## src/logic/dram_defs.svh

```systemverilog
`ifndef DRAM_DEFS_SVH
`define DRAM_DEFS_SVH

// counter widths
`define DRAM_CNT_W 6
`define DRAM_REF_W 12

// address fields of one request
`define DRAM_BANK_W 2
`define DRAM_ROW_W 14
`define DRAM_COL_W 10

// fixed burst, BL8 on a DDR bus
`define DRAM_TBURST 4

// timing register values after reset, in controller cycles
`define DRAM_RST_TRCD 5
`define DRAM_RST_TRP 5
`define DRAM_RST_TRFC 20
`define DRAM_RST_TRL 6
`define DRAM_RST_TWL 4
`define DRAM_RST_TREFI 1560

// word addresses on the configuration port
`define DRAM_ADR_TRCD 3'd0
`define DRAM_ADR_TRP 3'd1
`define DRAM_ADR_TRFC 3'd2
`define DRAM_ADR_TRL 3'd3
`define DRAM_ADR_TWL 3'd4
`define DRAM_ADR_TREFI 3'd5

`endif

```

## src/logic/dram_pkg.sv

```systemverilog
`include "dram_defs.svh"

package dram_pkg;

    // cycle counts
    typedef logic [`DRAM_CNT_W-1:0] cnt_t;
    typedef logic [`DRAM_REF_W-1:0] ref_t;

    // address fields
    typedef logic [`DRAM_BANK_W-1:0] bank_t;
    typedef logic [`DRAM_ROW_W-1:0] row_t;
    typedef logic [`DRAM_COL_W-1:0] col_t;

    // command states are followed by their wait states
    typedef enum logic [3:0] {
        IDLE,
        ACTIVATE,
        ACTIVATING,
        READ,
        READING,
        WRITE,
        WRITING,
        PRECHARGE,
        PRECHARGING,
        REFRESH,
        REFRESHING
    } cmd_state_t;

    // command bus codes
    typedef enum logic [2:0] {
        NOP,
        ACT,
        RD,
        WR,
        PRE,
        REF
    } dram_cmd_e;

    // one host request
    typedef struct packed {
        logic  write;
        bank_t bank;
        row_t  row;
        col_t  col;
    } mem_req_t;

    // one command bus word
    typedef struct packed {
        dram_cmd_e code;
        bank_t     bank;
        row_t      row;
        col_t      col;
    } dram_cmd_t;

    // programmable timing, read live by the timing controller
    typedef struct packed {
        cnt_t trcd;
        cnt_t trp;
        cnt_t trfc;
        cnt_t trl;
        cnt_t twl;
        ref_t trefi;
    } timing_cfg_t;

endpackage

```

## src/logic/flex_counter.sv

```systemverilog
`include "dram_defs.svh"

module flex_counter (
    input  logic            clk,
    input  logic            nRST,
    input  logic            load,
    input  dram_pkg::cnt_t  load_val,
    output dram_pkg::cnt_t  count,
    output logic            done
);

    dram_pkg::cnt_t cnt_q;

    // the load cycle already shows the new value
    assign count = load ? load_val : cnt_q;

    // last cycle of the interval, so N-1 cycles after a load of N
    assign done = !load && (cnt_q == dram_pkg::cnt_t'(1));

    always_ff @(posedge clk, negedge nRST) begin
        if (!nRST) begin
            cnt_q <= '0;
        end else if (count > dram_pkg::cnt_t'(1)) begin
            cnt_q <= count - 1'b1;
        end else begin
            // parked at one until the next load
            cnt_q <= count;
        end
    end

    // an interval of zero cycles would never report done
    assert property (@(posedge clk) disable iff (!nRST) load |-> (load_val != '0))
        else $error("flex_counter: zero interval loaded");

endmodule

```

## src/logic/timing_regs.sv

```systemverilog
`include "dram_defs.svh"

module timing_regs (
    input  logic                 clk,
    input  logic                 nRST,
    input  logic                 wb_cyc,
    input  logic                 wb_stb,
    input  logic                 wb_we,
    input  logic [2:0]           wb_adr,
    input  logic [15:0]          wb_dat_w,
    output logic [15:0]          wb_dat_r,
    output logic                 wb_ack,
    output dram_pkg::timing_cfg_t cfg
);

    dram_pkg::timing_cfg_t cfg_q;
    logic                  wb_req;
    logic [15:0]           rd_data;

    // new cycle only, so a held strobe gets one ack per access
    assign wb_req = wb_cyc && wb_stb && !wb_ack;

    assign cfg = cfg_q;

    // read mux, fields zero-extended
    always_comb begin
        case (wb_adr)
            `DRAM_ADR_TRCD:  rd_data = 16'(cfg_q.trcd);
            `DRAM_ADR_TRP:   rd_data = 16'(cfg_q.trp);
            `DRAM_ADR_TRFC:  rd_data = 16'(cfg_q.trfc);
            `DRAM_ADR_TRL:   rd_data = 16'(cfg_q.trl);
            `DRAM_ADR_TWL:   rd_data = 16'(cfg_q.twl);
            `DRAM_ADR_TREFI: rd_data = 16'(cfg_q.trefi);
            default:         rd_data = '0;
        endcase
    end

    always_ff @(posedge clk, negedge nRST) begin
        if (!nRST) begin
            wb_ack      <= 1'b0;
            cfg_q.trcd  <= dram_pkg::cnt_t'(`DRAM_RST_TRCD);
            cfg_q.trp   <= dram_pkg::cnt_t'(`DRAM_RST_TRP);
            cfg_q.trfc  <= dram_pkg::cnt_t'(`DRAM_RST_TRFC);
            cfg_q.trl   <= dram_pkg::cnt_t'(`DRAM_RST_TRL);
            cfg_q.twl   <= dram_pkg::cnt_t'(`DRAM_RST_TWL);
            cfg_q.trefi <= dram_pkg::ref_t'(`DRAM_RST_TREFI);
        end else begin
            wb_ack <= wb_req;
            // new value is visible in the ack cycle
            if (wb_req && wb_we) begin
                case (wb_adr)
                    `DRAM_ADR_TRCD:  cfg_q.trcd  <= dram_pkg::cnt_t'(wb_dat_w);
                    `DRAM_ADR_TRP:   cfg_q.trp   <= dram_pkg::cnt_t'(wb_dat_w);
                    `DRAM_ADR_TRFC:  cfg_q.trfc  <= dram_pkg::cnt_t'(wb_dat_w);
                    `DRAM_ADR_TRL:   cfg_q.trl   <= dram_pkg::cnt_t'(wb_dat_w);
                    `DRAM_ADR_TWL:   cfg_q.twl   <= dram_pkg::cnt_t'(wb_dat_w);
                    `DRAM_ADR_TREFI: cfg_q.trefi <= dram_pkg::ref_t'(wb_dat_w);
                    // unmapped, write dropped
                    default: ;
                endcase
            end
        end
    end

    // read data travels with the ack
    always_ff @(posedge clk) begin
        if (wb_req) begin
            wb_dat_r <= rd_data;
        end
    end

    // classic master keeps cyc and stb up until the ack
    assert property (@(posedge clk) disable iff (!nRST)
        (wb_cyc && wb_stb && !wb_ack) |=> (wb_cyc && wb_stb))
        else $error("timing_regs: strobe dropped before ack");

endmodule

```

## src/logic/timing_control.sv

```systemverilog
`include "dram_defs.svh"

module timing_control (
    input  logic                  clk,
    input  logic                  nRST,
    input  dram_pkg::timing_cfg_t cfg,
    input  dram_pkg::cmd_state_t  cmd_state,
    output logic                  act_done,
    output logic                  rd_done,
    output logic                  wr_done,
    output logic                  pre_done,
    output logic                  ref_done,
    output logic                  rf_req,
    output logic                  wdata_en
);

    logic           t_load;
    dram_pkg::cnt_t t_load_val;
    dram_pkg::cnt_t t_count;
    logic           t_done;

    dram_pkg::ref_t ref_cnt;
    dram_pkg::ref_t ref_debt;
    dram_pkg::ref_t ref_limit;

    // interval per command, loaded in the command cycle itself
    always_comb begin
        t_load     = 1'b1;
        t_load_val = cfg.trcd;
        case (cmd_state)
            dram_pkg::ACTIVATE:  t_load_val = cfg.trcd;
            // read latency plus the burst before the bank may close
            dram_pkg::READ:      t_load_val = dram_pkg::cnt_t'(cfg.trl + `DRAM_TBURST);
            dram_pkg::WRITE:     t_load_val = dram_pkg::cnt_t'(cfg.twl + `DRAM_TBURST);
            dram_pkg::PRECHARGE: t_load_val = cfg.trp;
            dram_pkg::REFRESH:   t_load_val = cfg.trfc;
            default:             t_load = 1'b0;
        endcase
    end

    flex_counter i_time_counter (
        .clk      (clk),
        .nRST     (nRST),
        .load     (t_load),
        .load_val (t_load_val),
        .count    (t_count),
        .done     (t_done)
    );

    // done flags only count in their own wait state
    assign act_done = (cmd_state == dram_pkg::ACTIVATING) && t_done;
    assign rd_done  = (cmd_state == dram_pkg::READING) && t_done;
    assign wr_done  = (cmd_state == dram_pkg::WRITING) && t_done;
    assign pre_done = (cmd_state == dram_pkg::PRECHARGING) && t_done;
    assign ref_done = (cmd_state == dram_pkg::REFRESHING) && t_done;

    // burst occupies the last tBURST cycles before PRE, tWL=0 starts on WR
    assign wdata_en = (cmd_state inside {dram_pkg::WRITE, dram_pkg::WRITING})
                   && (t_count <= dram_pkg::cnt_t'(`DRAM_TBURST));

    // late refresh shortens the next interval by the overshoot
    assign ref_limit = (ref_debt >= cfg.trefi) ? '0 : cfg.trefi - ref_debt;
    assign rf_req    = (ref_cnt >= ref_limit);

    always_ff @(posedge clk, negedge nRST) begin
        if (!nRST) begin
            ref_cnt  <= '0;
            ref_debt <= '0;
        end else if (cmd_state == dram_pkg::REFRESH) begin
            ref_cnt  <= '0;
            ref_debt <= (ref_cnt > cfg.trefi) ? ref_cnt - cfg.trefi : '0;
        end else if (ref_cnt != '1) begin
            // saturate rather than wrap back under the limit
            ref_cnt <= ref_cnt + 1'b1;
        end
    end

    // the FSM may only start a refresh that was requested
    assert property (@(posedge clk) disable iff (!nRST)
        (cmd_state == dram_pkg::REFRESH) |-> $past(rf_req))
        else $error("timing_control: REFRESH without a pending request");

endmodule

```

## src/logic/command_fsm.sv

```systemverilog
module command_fsm (
    input  logic                 clk,
    input  logic                 nRST,
    input  logic                 req_valid,
    input  dram_pkg::mem_req_t   req,
    output logic                 req_ready,
    input  logic                 act_done,
    input  logic                 rd_done,
    input  logic                 wr_done,
    input  logic                 pre_done,
    input  logic                 ref_done,
    input  logic                 rf_req,
    output dram_pkg::cmd_state_t cmd_state,
    output dram_pkg::dram_cmd_t  cmd,
    output logic                 rd_complete
);

    dram_pkg::cmd_state_t state, state_next;
    dram_pkg::mem_req_t   req_q;
    logic                 init_done;
    logic                 accept;
    logic                 wait_state;
    logic                 wait_done;

    // first cycle out of reset refuses requests
    assign req_ready = init_done && (state == dram_pkg::IDLE) && !rf_req;
    assign accept    = req_valid && req_ready;

    always_comb begin
        state_next = state;
        case (state)
            // refresh wins over a waiting request
            dram_pkg::IDLE: begin
                if (rf_req) begin
                    state_next = dram_pkg::REFRESH;
                end else if (accept) begin
                    state_next = dram_pkg::ACTIVATE;
                end
            end
            dram_pkg::ACTIVATE:    state_next = dram_pkg::ACTIVATING;
            dram_pkg::ACTIVATING: begin
                if (act_done) begin
                    state_next = req_q.write ? dram_pkg::WRITE : dram_pkg::READ;
                end
            end
            dram_pkg::READ:        state_next = dram_pkg::READING;
            dram_pkg::READING:     if (rd_done) state_next = dram_pkg::PRECHARGE;
            dram_pkg::WRITE:       state_next = dram_pkg::WRITING;
            dram_pkg::WRITING:     if (wr_done) state_next = dram_pkg::PRECHARGE;
            // close page, every access ends here
            dram_pkg::PRECHARGE:   state_next = dram_pkg::PRECHARGING;
            dram_pkg::PRECHARGING: if (pre_done) state_next = dram_pkg::IDLE;
            dram_pkg::REFRESH:     state_next = dram_pkg::REFRESHING;
            dram_pkg::REFRESHING:  if (ref_done) state_next = dram_pkg::IDLE;
            default:               state_next = dram_pkg::IDLE;
        endcase
    end

    always_ff @(posedge clk, negedge nRST) begin
        if (!nRST) begin
            state     <= dram_pkg::IDLE;
            init_done <= 1'b0;
        end else begin
            state     <= state_next;
            init_done <= 1'b1;
        end
    end

    // request held for the whole sequence
    always_ff @(posedge clk) begin
        if (accept) begin
            req_q <= req;
        end
    end

    assign cmd_state = state;

    // one command per command state, latched address on every request command
    always_comb begin
        cmd      = '0;
        cmd.code = dram_pkg::NOP;
        if (state inside {dram_pkg::ACTIVATE, dram_pkg::READ, dram_pkg::WRITE,
                          dram_pkg::PRECHARGE}) begin
            cmd.bank = req_q.bank;
            cmd.row  = req_q.row;
            cmd.col  = req_q.col;
        end
        case (state)
            dram_pkg::ACTIVATE:  cmd.code = dram_pkg::ACT;
            dram_pkg::READ:      cmd.code = dram_pkg::RD;
            dram_pkg::WRITE:     cmd.code = dram_pkg::WR;
            dram_pkg::PRECHARGE: cmd.code = dram_pkg::PRE;
            dram_pkg::REFRESH:   cmd.code = dram_pkg::REF;
            default:             cmd.code = dram_pkg::NOP;
        endcase
    end

    // last read cycle, just before PRE
    assign rd_complete = (state == dram_pkg::READING) && rd_done;

    // wait states, and any done flag from the timing controller
    assign wait_state = state inside {dram_pkg::ACTIVATING, dram_pkg::READING,
                                      dram_pkg::WRITING, dram_pkg::PRECHARGING,
                                      dram_pkg::REFRESHING};
    assign wait_done  = act_done || rd_done || wr_done || pre_done || ref_done;

    // a done flag only shows up while a wait state is running
    assert property (@(posedge clk) disable iff (!nRST)
        wait_done |-> wait_state)
        else $error("command_fsm: done flag outside a wait state");

endmodule

```

## src/logic/dram_ctrl_top.sv

```systemverilog
module dram_ctrl_top (
    input  logic                clk,
    input  logic                nRST,
    // configuration port
    input  logic                wb_cyc,
    input  logic                wb_stb,
    input  logic                wb_we,
    input  logic [2:0]          wb_adr,
    input  logic [15:0]         wb_dat_w,
    output logic [15:0]         wb_dat_r,
    output logic                wb_ack,
    // request port
    input  logic                req_valid,
    input  dram_pkg::mem_req_t  req,
    output logic                req_ready,
    // command bus and data strobes
    output dram_pkg::dram_cmd_t cmd,
    output logic                rd_complete,
    output logic                wdata_en
);

    dram_pkg::timing_cfg_t cfg;
    dram_pkg::cmd_state_t  cmd_state;
    logic                  act_done;
    logic                  rd_done;
    logic                  wr_done;
    logic                  pre_done;
    logic                  ref_done;
    logic                  rf_req;

    timing_regs i_timing_regs (
        .clk      (clk),
        .nRST     (nRST),
        .wb_cyc   (wb_cyc),
        .wb_stb   (wb_stb),
        .wb_we    (wb_we),
        .wb_adr   (wb_adr),
        .wb_dat_w (wb_dat_w),
        .wb_dat_r (wb_dat_r),
        .wb_ack   (wb_ack),
        .cfg      (cfg)
    );

    timing_control i_timing_control (
        .clk       (clk),
        .nRST      (nRST),
        .cfg       (cfg),
        .cmd_state (cmd_state),
        .act_done  (act_done),
        .rd_done   (rd_done),
        .wr_done   (wr_done),
        .pre_done  (pre_done),
        .ref_done  (ref_done),
        .rf_req    (rf_req),
        .wdata_en  (wdata_en)
    );

    command_fsm i_command_fsm (
        .clk         (clk),
        .nRST        (nRST),
        .req_valid   (req_valid),
        .req         (req),
        .req_ready   (req_ready),
        .act_done    (act_done),
        .rd_done     (rd_done),
        .wr_done     (wr_done),
        .pre_done    (pre_done),
        .ref_done    (ref_done),
        .rf_req      (rf_req),
        .cmd_state   (cmd_state),
        .cmd         (cmd),
        .rd_complete (rd_complete)
    );

endmodule

```

## config.mk

```make
export PLATFORM = sky130hd
export DESIGN_NAME = dram_ctrl_top
export DESIGN_NICKNAME = d
export VERILOG_FILES = /design/src/logic/dram_pkg.sv /design/src/logic/flex_counter.sv /design/src/logic/timing_regs.sv /design/src/logic/timing_control.sv /design/src/logic/command_fsm.sv /design/src/logic/dram_ctrl_top.sv
export VERILOG_INCLUDE_DIRS = /design/src /design/src/logic
export SDC_FILE = /design/constraint.sdc
export NUM_CORES = 1
export LEC_CHECK = 0
export BUFFER_PORTS_ARGS = -buffer_cell sky130_fd_sc_hd__clkbuf_2
export CORE_MARGIN = 2
export CORE_UTILIZATION = 45
export CTS_CLUSTER_DIAMETER = 200
export DETAILED_ROUTE_END_ITERATION = 8
export GPL_TIMING_DRIVEN = 0
export PLACE_DENSITY = 0.68
export SLEW_MARGIN = 0
export SYNTH_ARGS = -nofsm -noshare
export SYNTH_HDL_FRONTEND = slang
export SYNTH_SLANG_ARGS = --single-unit
```

## constraint.sdc

```tcl
create_clock -name clk -period 12 [get_ports clk]
set_clock_uncertainty 0.1 [all_clocks]
set_input_delay 1.2 -clock clk [delete_from_list [all_inputs] [get_ports clk]]
set_output_delay 1.2 -clock clk [all_outputs]
set_load 0.02 [all_outputs]
```

==> run_results.csv <==
group,metric,value,unit
run_status,status,"complete, no violations",
critical_path,cpMaxStageDelayCell,"a311oi_1",
routing,dr.first_iter.drc_count,333,
routing,vias_per_cell,5.58,
critical_path,arrival,4.99,ns
floorplanning,dieWidth,129,um
grt,track_usage,0.226,
sta,holdWs,0.406,ns
sta,fin_tns_setup,0,ns
routing,drt-total-wl,17.9,mm
synthesis,synth_seq_cells,117,
run,maxCapViolCount,0,
critical_path,r2r_start,"i_timing_regs.cfg[0]$_DFFE_PN0P_",
sta,rsz0062_at_grt,"no",
routing,drt_first_pass_iters,5,
clock_network,cts_setup_buffers,0,
final_layout,mostFrequentLayoutCells,"91 x clkbuf_2, 65 x dfrtp_1, 50 x nand2_1, 43 x inv_1",
clock_network,cts.sinks,117,
clock_network,clock_latency,0.41,ns
critical_path,cp-start-kind,"flip-flop",
synthesis,synth_cell_type_count,75,
critical_path,path_cells,"inv_1, ha_1, inv_1, fa_1, a21o_1, a21oi_1, o21ai_0, a311oi_1, nor2_1, nand2_1, ha_1, a211oi_1, nand3b_1, a211oi_1, nor2_1, nor2_1, and2_1, clkbuf_2",
synthesis,postSynthCellCount,697,
routing,postRouteAntennaNets,0,
final_layout,fin_nets,907,
final_layout,final_common_cell,"clkbuf_2",
grt,grt_pass1_wl,29.2,mm
clock_network,cts_tree,"built",
critical_path,cp.required,10.70,ns
sta,maxSlewHeadroom,0.207,
critical_path,critPathMaxStageDelay,0.55,ns
synthesis,synth.avg_cell_area,10.1,sq um
floorplanning,start_util,0.463,
worst_hold_path,min_from,"i_timing_control.ref_debt[2]$_DFFE_PN0P_",
sta,setup_violations,0,
sta,period_share,0.525,
worst_hold_path,holdPathEnd,"i_timing_control.ref_debt[2]$_DFFE_PN0P_",
floorplanning,fp.coreArea,0.0153,sq mm
placement,hpwlAfterDp,13.8,mm
clock_network,clk_path_buf_depth,2,
clock_network,ctsResizeCount,0,
critical_path,crit_buf_inv,3,
clock_network,root_buffer,"clkbuf_16",
power_and_ir_drop,p_per_area,218,mW/mm^2
routing,via_count,5782,
placement,dp_cells,1004,
sta,max_slew.worst_pin.slew,1.19,ns
grt,overflow,0,
clock_network,cts_htree_levels,4,
critical_path,critPathMaxFanout,10,
floorplanning,io_pins,101,
critical_path,critPathMostFrequentCell,"nor2_1",
critical_path,critPathTopFamily,"compound AO/OA/AOI/OAI gates",
sta,period_needed,6.29,ns
sta,final_hold_viol_count,0,
floorplanning,die_h,129,um
placement,placed_cell_area,0.00783,sq mm
worst_hold_path,min_path_type,"reg2reg",
final_layout,post-route-util,0.550,
synthesis,synthArstFlopShare,0.667,
placement,routabilityCongestion,0.943,
grt,grt_max_degree,54,
sta,drv_slew,0,
critical_path,critPathKind,"reg2out",
clock_network,clk_pin_slew_worst_paths,0.05,ns
sta,max_freq,0.159,GHz
floorplanning,die-area,0.0167,sq mm
grt,grt_antenna_before_repair,0,
grt,grt_pass1_vias,5645,
power_and_ir_drop,vdd_drop_max,117,uV
clock_network,cts_made_buffers,17,
final_layout,diodes,0,
synthesis,seq_area_frac_synth,0.445,
synthesis,ys.flop_type,"dfrtp_1",
worst_hold_path,min_path_cells,1,
final_layout,area.growth.synth_to_final,18.9,%
critical_path,r2r_end,"i_command_fsm.req_q[20]$_DFFE_PP_",
critical_path,critPathCaptureType,"output port",
placement,port_buffers,92,
routing,wl_per_cell,17.3,um
final_layout,stdcell_area,0.00839,sq mm
critical_path,r2r_setup_slack,6.33,ns
final_layout,drive_gt1_frac,0.238,
routing,drc,0,
clock_network,hold_buffers,0,
synthesis,synth_edf_count,39,
final_layout,stdcell_count,1036,
synthesis,netlist_area,0.00706,sq mm
synthesis,yosysWarnings,0,
floorplanning,row_count,45,
critical_path,reg2reg_depth,17,
power_and_ir_drop,cellLeakagePower,3.75,nW
## registers in the layout, indices dropped and copies added, names as in the netlist
signal,flops
i_timing_regs.cfg,42
i_timing_regs.wb_dat_r,12
i_timing_control.ref_cnt,12
i_timing_control.ref_debt,12
i_timing_control.i_time_counter.cnt_q,6
i_command_fsm.cmd_state,4
i_command_fsm.req_q,27
i_timing_regs.wb_ack,1
i_command_fsm.init_done,1
## layout make-up
class	count	area, sq um
flip-flops and latches	117	3140
fillers	1357	6860
plain buffers	29	139
clock buffers	19	433
well taps	211	264
multi-input cells	510	3630
repair buffers	93	490
clock inverters	13	134
inverters	44	165
## worst register-to-register path, delay by kind of cell, from the launching register on
| kind | cells | cell delay, ns |
|---|---|---|
| adder cells (fa/ha/maj) | 3 | 0.84 |
| AO/OA/AOI/OAI | 6 | 2.02 |
| flip-flops | 1 | 0.42 |
| AND/OR/NAND/NOR | 6 | 1.75 |
| buffers and inverters | 2 | 0.15 |
## routing by layer
layer	wire length [um]	track usage	part of all wire
met5	0	0	0
met4	209	0.0659	0.012
met3	976	0.0528	0.055
met2	8720	0.366	0.49
met1	7970	0.303	0.45
## worst max-delay path by stage
| stage | start | endpoint | slack [ns] | cells past startpoint |
|---|---|---|---|---|
| 2_1_floorplan | i_timing_regs.cfg[0]$_DFFE_PN0P_ | req_ready | 7.04 | 17 |
| 3_3_place_gp | i_timing_regs.cfg[0]$_DFFE_PN0P_ | req_ready | 6.25 | 18 |
| 3_5_place_dp | i_timing_regs.cfg[0]$_DFFE_PN0P_ | req_ready | 6.19 | 18 |
| 4_1_cts | i_timing_regs.cfg[0]$_DFFE_PN0P_ | req_ready | 5.70 | 18 |
| 5_1_grt | i_timing_regs.cfg[0]$_DFFE_PN0P_ | req_ready | 5.26 | 18 |
| 6_report | i_timing_regs.cfg[0]$_DFFE_PN0P_ | req_ready | 5.71 | 18 |
## through the flow
stage	setup WS (ns)	power, W
floorplan	7.04	0.00112
global placement	6.25	0.00130
detailed placement	6.19	0.00134
CTS	5.70	0.00183
global route	5.26	0.00196
finish	5.71	0.00183
## cell families (layout without fill, tap and decap cells)
| family | after synthesis | in the layout | share of synthesized area |
|---|---|---|---|
| multiplexers | 50 | 50 | 0.0774 |
| buffers and inverters | 73 | 198 | 0.0431 |
| AO/OA/AOI/OAI | 159 | 159 | 0.152 |
| XOR/XNOR | 25 | 25 | 0.0310 |
| AND/OR/NAND/NOR | 228 | 228 | 0.173 |
| other | 2 | 5 | 0.00106 |
| flip-flops | 117 | 117 | 0.445 |
| adder cells (fa/ha/maj) | 43 | 43 | 0.0783 |
## power by group
| group | total (W) | switching [W] | internal [W] |
|---|---|---|---|
| Clock | 0.000487 | 0.000183 | 0.000304 |
| Sequential | 0.000561 | 0.0000694 | 0.000491 |
| Combinational | 0.000783 | 0.000474 | 0.000309 |
| Total | 0.00183 | 0.000726 | 0.00110 |
## synthesized netlist by cell type, types with 14 or more instances
master / count / area, sq um
dfrtp_1: 65 / 1630
nand2_1: 50 / 188
inv_1: 43 / 161
nor2_1: 42 / 158
o21ai_0: 42 / 210
ha_1: 41 / 513
edfxtp_1: 39 / 1170
mux2_2: 37 / 417
a21oi_1: 36 / 180
and2_1: 32 / 200
nor3_1: 16 / 80.1
clkbuf_1: 15 / 56.3
and3_1: 14 / 87.6
xnor2_1: 14 / 123
(Power assumes the default switching activity.)
